$ cat config.mk
export PLATFORM = sky130hd
export DESIGN_NAME = issue_queue
export DESIGN_NICKNAME = d
export VERILOG_FILES = /design/src/hdl/tomasulo_pkg.sv /design/src/hdl/dispatch_ctrl.sv /design/src/hdl/iq_fifo.sv /design/src/hdl/issue_queue.sv
export VERILOG_INCLUDE_DIRS = /design/src /design/src/hdl
export SDC_FILE = /design/constraint.sdc
export NUM_CORES = 1
export LEC_CHECK = 0
export ABC_AREA = 1
export ABC_CLOCK_PERIOD_IN_PS = 6000
export BUFFER_PORTS_ARGS = -buffer_cell sky130_fd_sc_hd__buf_2
export CORE_ASPECT_RATIO = 0.75
export CORE_UTILIZATION = 60
export DETAILED_ROUTE_END_ITERATION = 10
export GPL_TIMING_DRIVEN = 1
export PLACE_DENSITY = 0.76
export SETUP_SLACK_MARGIN = 0.3
export SYNTH_ARGS = -nofsm -noshare
export SYNTH_HDL_FRONTEND = slang
export SYNTH_SLANG_ARGS = --single-unit
$ cat constraint.sdc
create_clock -name clk -period 6 [get_ports clk]
set_clock_uncertainty 0.05 [all_clocks]
set_input_delay 0.6 -clock clk [delete_from_list [all_inputs] [get_ports clk]]
set_output_delay 0.6 -clock clk [all_outputs]
set_load 0.01 [all_outputs]
$ cat src/hdl/iq_settings.svh
`ifndef IQ_SETTINGS_SVH
`define IQ_SETTINGS_SVH

// entries held by each of the two issue queues
`define IQ_DEPTH 8

// operation class width
`define OP_W 4

// data word and PC width
`define XLEN 32

// operation class codes
// 0 is the branch class, 1 to 7 are arithmetic
`define OP_BRANCH 4'd0

// stores occupy 8 to 10
`define OP_STORE_LO 4'd8
`define OP_STORE_HI 4'd10

// loads occupy 11 up to the top code
`define OP_LOAD_LO 4'd11

`endif

$ cat src/hdl/tomasulo_pkg.sv
`default_nettype none

`include "iq_settings.svh"

package tomasulo_pkg;

    // operation class as written by the decoder
    typedef logic [`OP_W-1:0] op_t;

    // architectural register tag, x0 to x31
    typedef logic [4:0] reg_t;

    // data word, instruction word or PC
    typedef logic [`XLEN-1:0] word_t;

    // funct3 field of the instruction
    typedef logic [2:0] funct3_t;

    // queue read and write pointers
    typedef logic [$clog2(`IQ_DEPTH)-1:0] iq_ptr_t;

    // queue occupancy, one wider so that a full queue fits
    typedef logic [$clog2(`IQ_DEPTH+1)-1:0] iq_cnt_t;

    // packed width of one control queue entry
    // op, two tags with valid bits, src2 data, funct3, funct7 and next PC
    localparam int unsigned CTL_W = $bits(op_t)
                                  + 2 * $bits(reg_t)
                                  + 2
                                  + $bits(word_t)
                                  + $bits(funct3_t)
                                  + 1
                                  + $bits(word_t);

    // trace queue entry holds the instruction word and its PC
    localparam int unsigned TRACE_W = 2 * $bits(word_t);

endpackage : tomasulo_pkg

`default_nettype wire

$ cat src/hdl/dispatch_ctrl.sv
`timescale 1ns/100ps
`default_nettype none

`include "iq_settings.svh"

module dispatch_ctrl
    import tomasulo_pkg::*;
(
    input  wire logic rst_n_i,

    // decoder request and queue state
    input  wire logic ld_i,
    input  wire logic q_full_i,
    input  wire logic head_valid_i,
    input  wire op_t  head_op_i,

    // unit free flags
    input  wire logic res1_empty_i,
    input  wire logic res2_empty_i,
    input  wire logic res3_empty_i,
    input  wire logic res4_empty_i,
    input  wire logic resbr_empty_i,
    input  wire logic lsq_empty_i,
    input  wire logic rob_full_i,

    output logic      ack_o,
    output logic      push_o,
    output logic      pop_o,
    output logic      rob_load_o,
    output logic      regfile_allocate_o,
    output logic      res1_load_o,
    output logic      res2_load_o,
    output logic      res3_load_o,
    output logic      res4_load_o,
    output logic      resbr_load_o,
    output logic      lsq_load_o
);

    logic       is_branch;
    logic       is_store;
    logic       is_load;
    logic [3:0] res_free;
    logic [3:0] res_pick;
    logic [3:0] res_load;

    // class decode of the head entry
    assign is_branch = (head_op_i == `OP_BRANCH);
    assign is_store  = (head_op_i >= `OP_STORE_LO) && (head_op_i <= `OP_STORE_HI);
    assign is_load   = (head_op_i >= `OP_LOAD_LO);

    // accept while there is room and the stage is out of reset
    assign ack_o  = ld_i & ~q_full_i & rst_n_i;
    assign push_o = ack_o;

    // isolate the lowest free arithmetic station
    assign res_free = {res4_empty_i, res3_empty_i, res2_empty_i, res1_empty_i};
    assign res_pick = res_free & (~res_free + 4'd1);

    always_comb begin
        res_load           = '0;
        resbr_load_o       = 1'b0;
        lsq_load_o         = 1'b0;
        regfile_allocate_o = 1'b0;

        // nothing leaves the queue while the ROB has no room
        if (head_valid_i && !rob_full_i) begin
            if (is_branch) begin
                resbr_load_o = resbr_empty_i;
            end else if (is_store || is_load) begin
                lsq_load_o = lsq_empty_i;
                // only loads write a destination register
                regfile_allocate_o = lsq_empty_i & is_load;
            end else begin
                res_load           = res_pick;
                regfile_allocate_o = |res_pick;
            end
        end
    end

    assign res1_load_o = res_load[0];
    assign res2_load_o = res_load[1];
    assign res3_load_o = res_load[2];
    assign res4_load_o = res_load[3];

    // every dispatch pops both queues and claims a ROB slot
    assign pop_o      = |res_load | resbr_load_o | lsq_load_o;
    assign rob_load_o = pop_o;

endmodule : dispatch_ctrl

`default_nettype wire

$ cat src/hdl/iq_fifo.sv
`timescale 1ns/100ps
`default_nettype none

`include "iq_settings.svh"

module iq_fifo
    import tomasulo_pkg::*;
#(
    parameter int unsigned WIDTH = 32
) (
    input  wire logic             clk,
    input  wire logic             rst_n_i,

    // write side
    input  wire logic             push_i,
    input  wire logic [WIDTH-1:0] data_i,

    // read side
    input  wire logic             pop_i,
    output logic                  full_o,
    output logic                  valid_o,
    output logic [WIDTH-1:0]      data_o
);

    // entry storage
    logic [WIDTH-1:0] mem [`IQ_DEPTH];

    iq_ptr_t rd_ptr;
    iq_ptr_t wr_ptr;
    iq_cnt_t count;

    // advance a pointer with wrap at the last entry
    function automatic iq_ptr_t next_ptr(input iq_ptr_t ptr);
        iq_ptr_t nxt;
        if (ptr == iq_ptr_t'(`IQ_DEPTH - 1)) begin
            nxt = '0;
        end else begin
            nxt = ptr + 1'b1;
        end
        return nxt;
    endfunction

    always_ff @(posedge clk) begin
        if (!rst_n_i) begin
            rd_ptr <= '0;
            wr_ptr <= '0;
            count  <= '0;
        end else begin
            if (push_i) begin
                wr_ptr <= next_ptr(wr_ptr);
            end
            if (pop_i) begin
                rd_ptr <= next_ptr(rd_ptr);
            end

            // push and pop together leave the occupancy unchanged
            case ({push_i, pop_i})
                2'b10:   count <= count + 1'b1;
                2'b01:   count <= count - 1'b1;
                default: count <= count;
            endcase
        end
    end

    always_ff @(posedge clk) begin
        if (push_i) begin
            mem[wr_ptr] <= data_i;
        end
    end

    assign full_o  = (count == iq_cnt_t'(`IQ_DEPTH));
    assign valid_o = (count != '0);

    // an empty queue shows zero so idle outputs carry no stale entry
    always_comb begin
        if (valid_o) begin
            data_o = mem[rd_ptr];
        end else begin
            data_o = '0;
        end
    end

endmodule : iq_fifo

`default_nettype wire

$ cat src/hdl/issue_queue.sv
`timescale 1ns/100ps
`default_nettype none

`include "iq_settings.svh"

module issue_queue
    import tomasulo_pkg::*;
(
    input  wire logic    clk,
    input  wire logic    rst_n_i,

    // decoder side
    input  wire logic    ld_i,
    input  wire op_t     op_i,
    input  wire reg_t    src1_reg_i,
    input  wire logic    src1_valid_i,
    input  wire reg_t    src2_reg_i,
    input  wire logic    src2_valid_i,
    input  wire word_t   src2_data_i,
    input  wire funct3_t funct3_i,
    input  wire logic    funct7_i,
    input  wire word_t   next_pc_i,
    input  wire word_t   instr_i,
    input  wire word_t   instr_pc_i,
    output logic         ack_o,

    // unit readiness
    input  wire logic    res1_empty_i,
    input  wire logic    res2_empty_i,
    input  wire logic    res3_empty_i,
    input  wire logic    res4_empty_i,
    input  wire logic    resbr_empty_i,
    input  wire logic    lsq_empty_i,
    input  wire logic    rob_full_i,

    // dispatch strobes
    output logic         rob_load_o,
    output logic         regfile_allocate_o,
    output logic         res1_load_o,
    output logic         res2_load_o,
    output logic         res3_load_o,
    output logic         res4_load_o,
    output logic         resbr_load_o,
    output logic         lsq_load_o,

    // head entry fields
    output op_t          op_o,
    output reg_t         src1_reg_o,
    output logic         src1_valid_o,
    output reg_t         src2_reg_o,
    output logic         src2_valid_o,
    output word_t        src2_data_o,
    output funct3_t      funct3_o,
    output logic         funct7_o,
    output word_t        next_pc_o,
    output word_t        instr_o,
    output word_t        instr_pc_o
);

    logic [CTL_W-1:0]   ctl_wr;
    logic [CTL_W-1:0]   ctl_rd;
    logic [TRACE_W-1:0] trace_wr;
    logic [TRACE_W-1:0] trace_rd;
    logic               push;
    logic               pop;
    logic               ctl_full;
    logic               ctl_valid;

    // field order must match the split below
    assign ctl_wr = {op_i, src1_reg_i, src1_valid_i, src2_reg_i, src2_valid_i,
                     src2_data_i, funct3_i, funct7_i, next_pc_i};
    assign {op_o, src1_reg_o, src1_valid_o, src2_reg_o, src2_valid_o,
            src2_data_o, funct3_o, funct7_o, next_pc_o} = ctl_rd;

    assign trace_wr             = {instr_i, instr_pc_i};
    assign {instr_o, instr_pc_o} = trace_rd;

    iq_fifo #(.WIDTH(CTL_W)) u_ctl_q (
        .clk     (clk),
        .rst_n_i (rst_n_i),
        .push_i  (push),
        .data_i  (ctl_wr),
        .pop_i   (pop),
        .full_o  (ctl_full),
        .valid_o (ctl_valid),
        .data_o  (ctl_rd)
    );

    // moves in step with the control queue, so its flags are not needed
    iq_fifo #(.WIDTH(TRACE_W)) u_trace_q (
        .clk     (clk),
        .rst_n_i (rst_n_i),
        .push_i  (push),
        .data_i  (trace_wr),
        .pop_i   (pop),
        .full_o  (),
        .valid_o (),
        .data_o  (trace_rd)
    );

    dispatch_ctrl u_dispatch (
        .rst_n_i            (rst_n_i),
        .ld_i               (ld_i),
        .q_full_i           (ctl_full),
        .head_valid_i       (ctl_valid),
        .head_op_i          (op_o),
        .res1_empty_i       (res1_empty_i),
        .res2_empty_i       (res2_empty_i),
        .res3_empty_i       (res3_empty_i),
        .res4_empty_i       (res4_empty_i),
        .resbr_empty_i      (resbr_empty_i),
        .lsq_empty_i        (lsq_empty_i),
        .rob_full_i         (rob_full_i),
        .ack_o              (ack_o),
        .push_o             (push),
        .pop_o              (pop),
        .rob_load_o         (rob_load_o),
        .regfile_allocate_o (regfile_allocate_o),
        .res1_load_o        (res1_load_o),
        .res2_load_o        (res2_load_o),
        .res3_load_o        (res3_load_o),
        .res4_load_o        (res4_load_o),
        .resbr_load_o       (resbr_load_o),
        .lsq_load_o         (lsq_load_o)
    );

endmodule : issue_queue

`default_nettype wire

==> impl_metrics.yaml, run 1 <==
timing:
  period_share: 0.745
  setup_viol: 0
  setup_slack_ps: 1530
  relSlewSlack: 0.179
  timing.final.crit_period_ps: 4470
  hold_ws_ps: 134
  fmax_ghz: 0.224
  tightest_slew_ps: 1230
  hold_viol: 0
  rsz0062_at_grt: "no"
  setup_tns_ps: 0
  final_max_slew_viol_count: 0
synth:
  synth_cell_type_count: 30
  yosys.area_share.simple: 0.0842
  synth_fp_nets: 3795
  synth_cells: 3622
  async_reset_ff_frac: 0
  yosysSeqAreaShare: 0.766
  synth_warnings: 0
  synthMuxAreaShare: 0
  netlist_area_sq_mm: 0.0471
  synth_adder_area_share: 0.00430
  synth_compound_area_frac: 0.118
  synth_edf_count: 1184
  synthFlopType: "edfxtp_1"
  synth_xor_area_frac: 0.000372
  avgSynthCellArea_sq_um: 13.0
  ys_ff_latch: 1210
  synth_top_family_by_area: "compound AO/OA/AOI/OAI gates"
min_path:
  hold_class: "in -> reg"
  hp-start: "next_pc_i[28]"
  whs_path_depth: 1
global_route:
  first_global_vias: 28300
  overflow: 0
  grt_max_degree: 229
  grt_util_all_layers: 0.264
  grt_first_pass_wirelength_um: 163000
  antenna_found_initial: 11
worst_setup_path:
  max_stage_delay_ps: 820
  cp_num_cells: 7
  required_ps: 5350
  crit_path_end_kind: "output pin"
  critPathMaxFanout: 94
  cpLargestDelayFamily: "buffers and inverters"
  crit_arrival_ps: 3820
  worstSetupStartpointType: "register"
  cp_common_cell: "o21ai_0"
  cp_num_buf_inv: 3
  cpMaxStageDelayCell: "buf_4"
  path_cells: "inv_6, buf_4, o21ai_0, o22ai_1, o21ai_0, a31oi_1, buf_2"
  crit_type: "reg -> out"
  worst_r2r_path_depth: 21
cts:
  root_buffer: "clkbuf_16"
  cts_setup_buffers: 0
  clock_sinks: 1210
  clkTransAtPathRegs_ps: 70
  cts_max_level: 3
  cts_resized: 0
  numCtsBuffers: 110
  clock_latency_ps: 680
  clock_path_buffers: 3
  cts.hold.buffers_added: 0
  cts_tree: "done"
detailed_routing:
  vias: 29900
  drt-initial-drc-count: 3436
  dr.pass1.iters: 5
  viasPerCell: 6.01
  wl_um: 107000
  drtAntennaViolNets: 0
  drc: 0
  wire_per_inst_um: 21.5
power_and_ir_drop:
  internal_power_w: 0.0159
  p_per_area_mw_per_mm2: 470
  ir_drop_v: 0.000446
  p_comb_frac: 0.329
  power_switching_w: 0.00901
  p_leak_nw: 18.2
  pwr-share-clk: 0.275
  pwr-share-seq: 0.396
  p_sw_frac: 0.361
place:
  dp_hpwl_um: 54800
  place_ws_ps: 1810
  portBuffers: 314
  finalWeightedCongestion: 0.829
die:
  die-area_sq_mm: 0.0797
  design.core.area_sq_mm: 0.0773
  rows: 88
  die_height_um: 245
  io_pins: 315
  start_util: 0.610
  die_w_um: 326
outcome:
  status: "complete, no violations"
final_layout:
  finalNetCount: 4018
  syn2layout_area_growth_pct: 12.7
  drive_gt1_frac: 0.141
flow_run:
  drv_cap: 0
-- through the flow --
| step | utilization | cells | instance area (sq um) | total power (W) |
|---|---|---|---|---|
| global placement | 0.641 | 4768 | 49600 | 0.0181 |
| global route | 0.687 | 4980 | 53100 | 0.0262 |
| finish | 0.687 | 4983 | 53100 | 0.0250 |
| CTS | 0.687 | 4975 | 53100 | 0.0250 |
| detailed placement | 0.641 | 4768 | 49600 | 0.0182 |
| floorplan | - | 3622 | 47100 | 0.0152 |
-- cell usage in the layout, fill, tap and decap left out, types with 33 or more instances in the layout --
cell type  instances
o22ai_1          144
buf_2            314
nor2_1           894
a31oi_1          145
nand2_1           77
o21ai_0          734
edfxtp_1        1184
inv_1             67
nand3_1           33
clkbuf_16        110
buf_4             37
-- per-layer routing --
metal  up-vias  part of all wire  track usage
met5         -           0.00031            0
met4         6             0.020       0.0783
met3       166             0.082       0.0428
met2      1350              0.47        0.407
met1     14700              0.43        0.395
li1      13800                 -            -
-- power groups by stage --
| stage | Combinational, W | Clock [W] | Sequential [W] |
|---|---|---|---|
| after floorplan | 0.00539 | 0 | 0.00984 |
| after global placement | 0.00802 | 0 | 0.0100 |
| after detailed placement | 0.00815 | 0 | 0.0101 |
| after CTS | 0.00821 | 0.00696 | 0.00988 |
| after global routing | 0.00900 | 0.00728 | 0.00991 |
| final | 0.00821 | 0.00686 | 0.00988 |
-- cells in the mapped netlist, types with 2 or more instances --
cell	instances	area [sq um]
nand2_2	2	12.5
o22ai_1	144	901
nand3_1	34	170
a211oi_1	2	15.0
xnor2_1	2	17.5
nand2_1	77	289
buf_2	41	205
a21oi_1	12	60.1
buf_4	3	22.5
ha_1	13	163
inv_2	5	18.8
dfxtp_1	26	521
clkbuf_1	183	687
o21ai_0	734	3670
edfxtp_1	1184	35600
nor2_2	3	18.8
fa_1	2	40.0
buf_1	18	67.6
a31oi_1	145	907
nor2_1	910	3420
and3_1	2	12.5
nand3_2	2	20.0
inv_1	71	267
-- area by class of cell --
cell class              instances  area [sq um]
repair buffers                357          1970
fillers                      5243         24200
flip-flops and latches       1210         36100
well taps                    1035          1290
diodes                          8          20.0
multi-input cells            2090          9890
clock buffers                 126          2810
clock inverters                81           717
inverters                      76           310
-- path summary, 6_finish.rpt --
path / to / slack (ps)
worst max-delay path: src2_data_o[19] / 1530
worst min-delay path: u_ctl_q.mem[7][28] / 130
worst max register to register: u_ctl_q.count[3] / 1710
worst min register to register: u_trace_q.count[0] / 400
-- registers in the layout (all words and copies together) (netlist names), named ones only --
register and count:
u_ctl_q.rd_ptr 3, u_trace_q.wr_ptr 3, u_trace_q.rd_ptr 3, u_ctl_q.count 4, u_ctl_q.wr_ptr 3, u_ctl_q.mem 672, u_trace_q.count 4, u_trace_q.mem 512
-- cell families after synthesis --
| group | after synthesis |
|---|---|
| fa+ha+maj | 15 |
| simple gates | 1034 |
| buf+inv | 322 |
| compound gates | 1039 |
| xor+xnor | 2 |
| flops | 1210 |
No activity file was read; power rests on OpenSTA's default activity.
==> run 2, diff against run 1 <==
--- a/config.mk
+++ b/config.mk
@@ -7,7 +7,7 @@
 export NUM_CORES = 1
 export LEC_CHECK = 0
 export ABC_AREA = 1
-export ABC_CLOCK_PERIOD_IN_PS = 6000
+export ABC_CLOCK_PERIOD_IN_PS = 4320
 export BUFFER_PORTS_ARGS = -buffer_cell sky130_fd_sc_hd__buf_2
 export CORE_ASPECT_RATIO = 0.75
 export CORE_UTILIZATION = 60
==> constraint.sdc (replaced) <==
create_clock -name clk -period 4.32 [get_ports clk]
set_clock_uncertainty 0.05 [all_clocks]
set_input_delay 0.432 -clock clk [delete_from_list [all_inputs] [get_ports clk]]
set_output_delay 0.432 -clock clk [all_outputs]
set_load 0.01 [all_outputs]
==> impl_metrics.yaml, run 2 (synthesis gave the netlist of run 1 again) <==
outcome:
  status: "complete, no violations"
timing:
  setup_viol: 0
  final_max_slew_viol_count: 0
  rsz0062_at_grt: "no"
  relSlewSlack: 0.373
  period_share: 0.863
  fmax_ghz: 0.268
  tightest_slew_ps: 941
  hold_viol: 0
  timing.final.crit_period_ps: 3730
worst_setup_path:
  reg2reg_to: "u_ctl_q.count[3]"
  crit_arrival_ps: 3240
  crit_path_end_kind: "output pin"
  required_ps: 3840
  r2r_setup_slack_ps: 700
  crit_type: "reg -> out"
  worst_r2r_path_depth: 22
  critPathMaxFanout: 64
  max_stage_delay_ps: 710
  worstSetupStartpointType: "register"
  cpMaxStageDelayCell: "buf_4"
  path_cells: "nor2_1, nand3_4, buf_4, o21ai_0, a31oi_1, buf_2"
cts:
  clkTransAtPathRegs_ps: 70
  root_buffer: "clkbuf_16"
  clock_latency_ps: 690
  clock_path_buffers: 3
  clock_sinks: 1210
  cts_max_level: 3
  numCtsBuffers: 109
  cts_tree: "done"
detailed_routing:
  drtAntennaViolNets: 0
  drt-initial-drc-count: 3527
  wl_um: 111000
  vias: 30600
  wire_per_inst_um: 21.6
  dr.pass1.iters: 6
  drc: 0
  viasPerCell: 5.96
final_layout:
  top_register: "u_ctl_q.mem"
  layout_commonest_cell: "edfxtp_1"
  final_cell_mix: "edfxtp_1 (1184), nor2_1 (894), o21ai_0 (734), buf_2 (314), dlygate4sd3_1 (148)"
  fin_area_sq_mm: 0.0549
  largest_reg_flops: 672
  drive_gt1_frac: 0.138
  finalNetCount: 4191
  post-route-util: 0.711
  syn2layout_area_growth_pct: 16.6
  stdcell_count: 5140
  top_regs: "u_ctl_q.mem (672), u_trace_q.mem (512)"
power_and_ir_drop:
  internal_power_w: 0.0222
  p_sw_frac: 0.363
  pwr-share-seq: 0.389
  power_switching_w: 0.0126
  ir_drop_v: 0.000614
  p_comb_frac: 0.342
  pwr-share-clk: 0.268
  p_per_area_mw_per_mm2: 633
  p_leak_nw: 19.0
place:
  portBuffers: 314
  dp_hpwl_um: 55800
  finalWeightedCongestion: 0.805
  place_area_sq_mm: 0.0500
  placed_cells: 4793
global_route:
  grt_util_all_layers: 0.273
  antenna_found_initial: 9
  grt_max_degree: 264
  grt_first_pass_wirelength_um: 168000
  overflow: 0
  first_global_vias: 29200
die:
  start_util: 0.610
  io_pins: 315
  die_height_um: 245
  die_w_um: 326
  die-area_sq_mm: 0.0797
  design.core.area_sq_mm: 0.0773
  rows: 88
flow_run:
  drv_cap: 0
min_path:
  whs_path_depth: 4
  hp-start: "rst_n_i"
  hold_class: "in -> reg"
-- run 2: worst max path at each step --
stage | start | end | slack (ps)
after detailed placement | register | u_ctl_q.count[3] | 750
after CTS | register | next_pc_o[12] | 310
after global routing | register | u_ctl_q.count[3] | 370
after floorplan | rst_n_i | u_ctl_q.mem[1][0] | -890
after global placement | register | u_ctl_q.count[3] | 870
final | u_ctl_q.count[1] | next_pc_o[12] | 590
-- run 2: layer usage --
| metal | vias up | track usage | part of all wire |
|---|---|---|---|
| li1 | 14100 | - | - |
| met1 | 14900 | 0.401 | 0.42 |
| met2 | 1484 | 0.427 | 0.47 |
| met3 | 200 | 0.0470 | 0.087 |
| met4 | 10 | 0.0719 | 0.021 |
| met5 | - | 0 | 0.00047 |
-- run 2: repair_timing --
item                                    CTS  global route
endpoints found under the hold margin  1184             0
gates resized for setup                   0             1
setup endpoints to repair                 0            16
setup buffers                             0             0
hold buffers                            148             0
-- run 2: area by class of cell --
| cell class | instances | area (sq um) |
|---|---|---|
| clock inverters | 61 | 602 |
| well taps | 1035 | 1290 |
| diodes | 4 | 10.0 |
| fillers | 4983 | 22400 |
| repair buffers | 531 | 3920 |
| multi-input cells | 2090 | 9890 |
| clock buffers | 133 | 2820 |
| inverters | 76 | 308 |
| flip-flops and latches | 1210 | 36100 |
-- run 2: power by group through the flow --
| stage | clock network [W] | logic, W | registers [W] |
|---|---|---|---|
| finish | 0.00933 | 0.0119 | 0.0136 |
| global route | 0.00990 | 0.0130 | 0.0136 |
| CTS | 0.00943 | 0.0118 | 0.0135 |
| detailed placement | 0 | 0.0116 | 0.0138 |
| global placement | 0 | 0.0113 | 0.0138 |
| floorplan | 0 | 0.00750 | 0.0136 |
-- run 2: stage by stage --
step | power [W] | setup WS [ps] | hold WS (ps) | setup TNS (ps)
after floorplan | 0.0211 | -888 | 372 | -298440
after global placement | 0.0251 | 866 | 391 | 0
after detailed placement | 0.0254 | 752 | 407 | 0
after CTS | 0.0347 | 306 | 157 | 0
after global routing | 0.0365 | 369 | 176 | 0
final | 0.0348 | 593 | 197 | 0
-- run 2: critical path: cells and delay by family, from the launching register on --
kind | cells | cell delay, ps
buffers and inverters | 2 | 940
and+or+nand+nor | 2 | 360
AOI/OAI and AO/OA | 2 | 710
DFF | 1 | 400
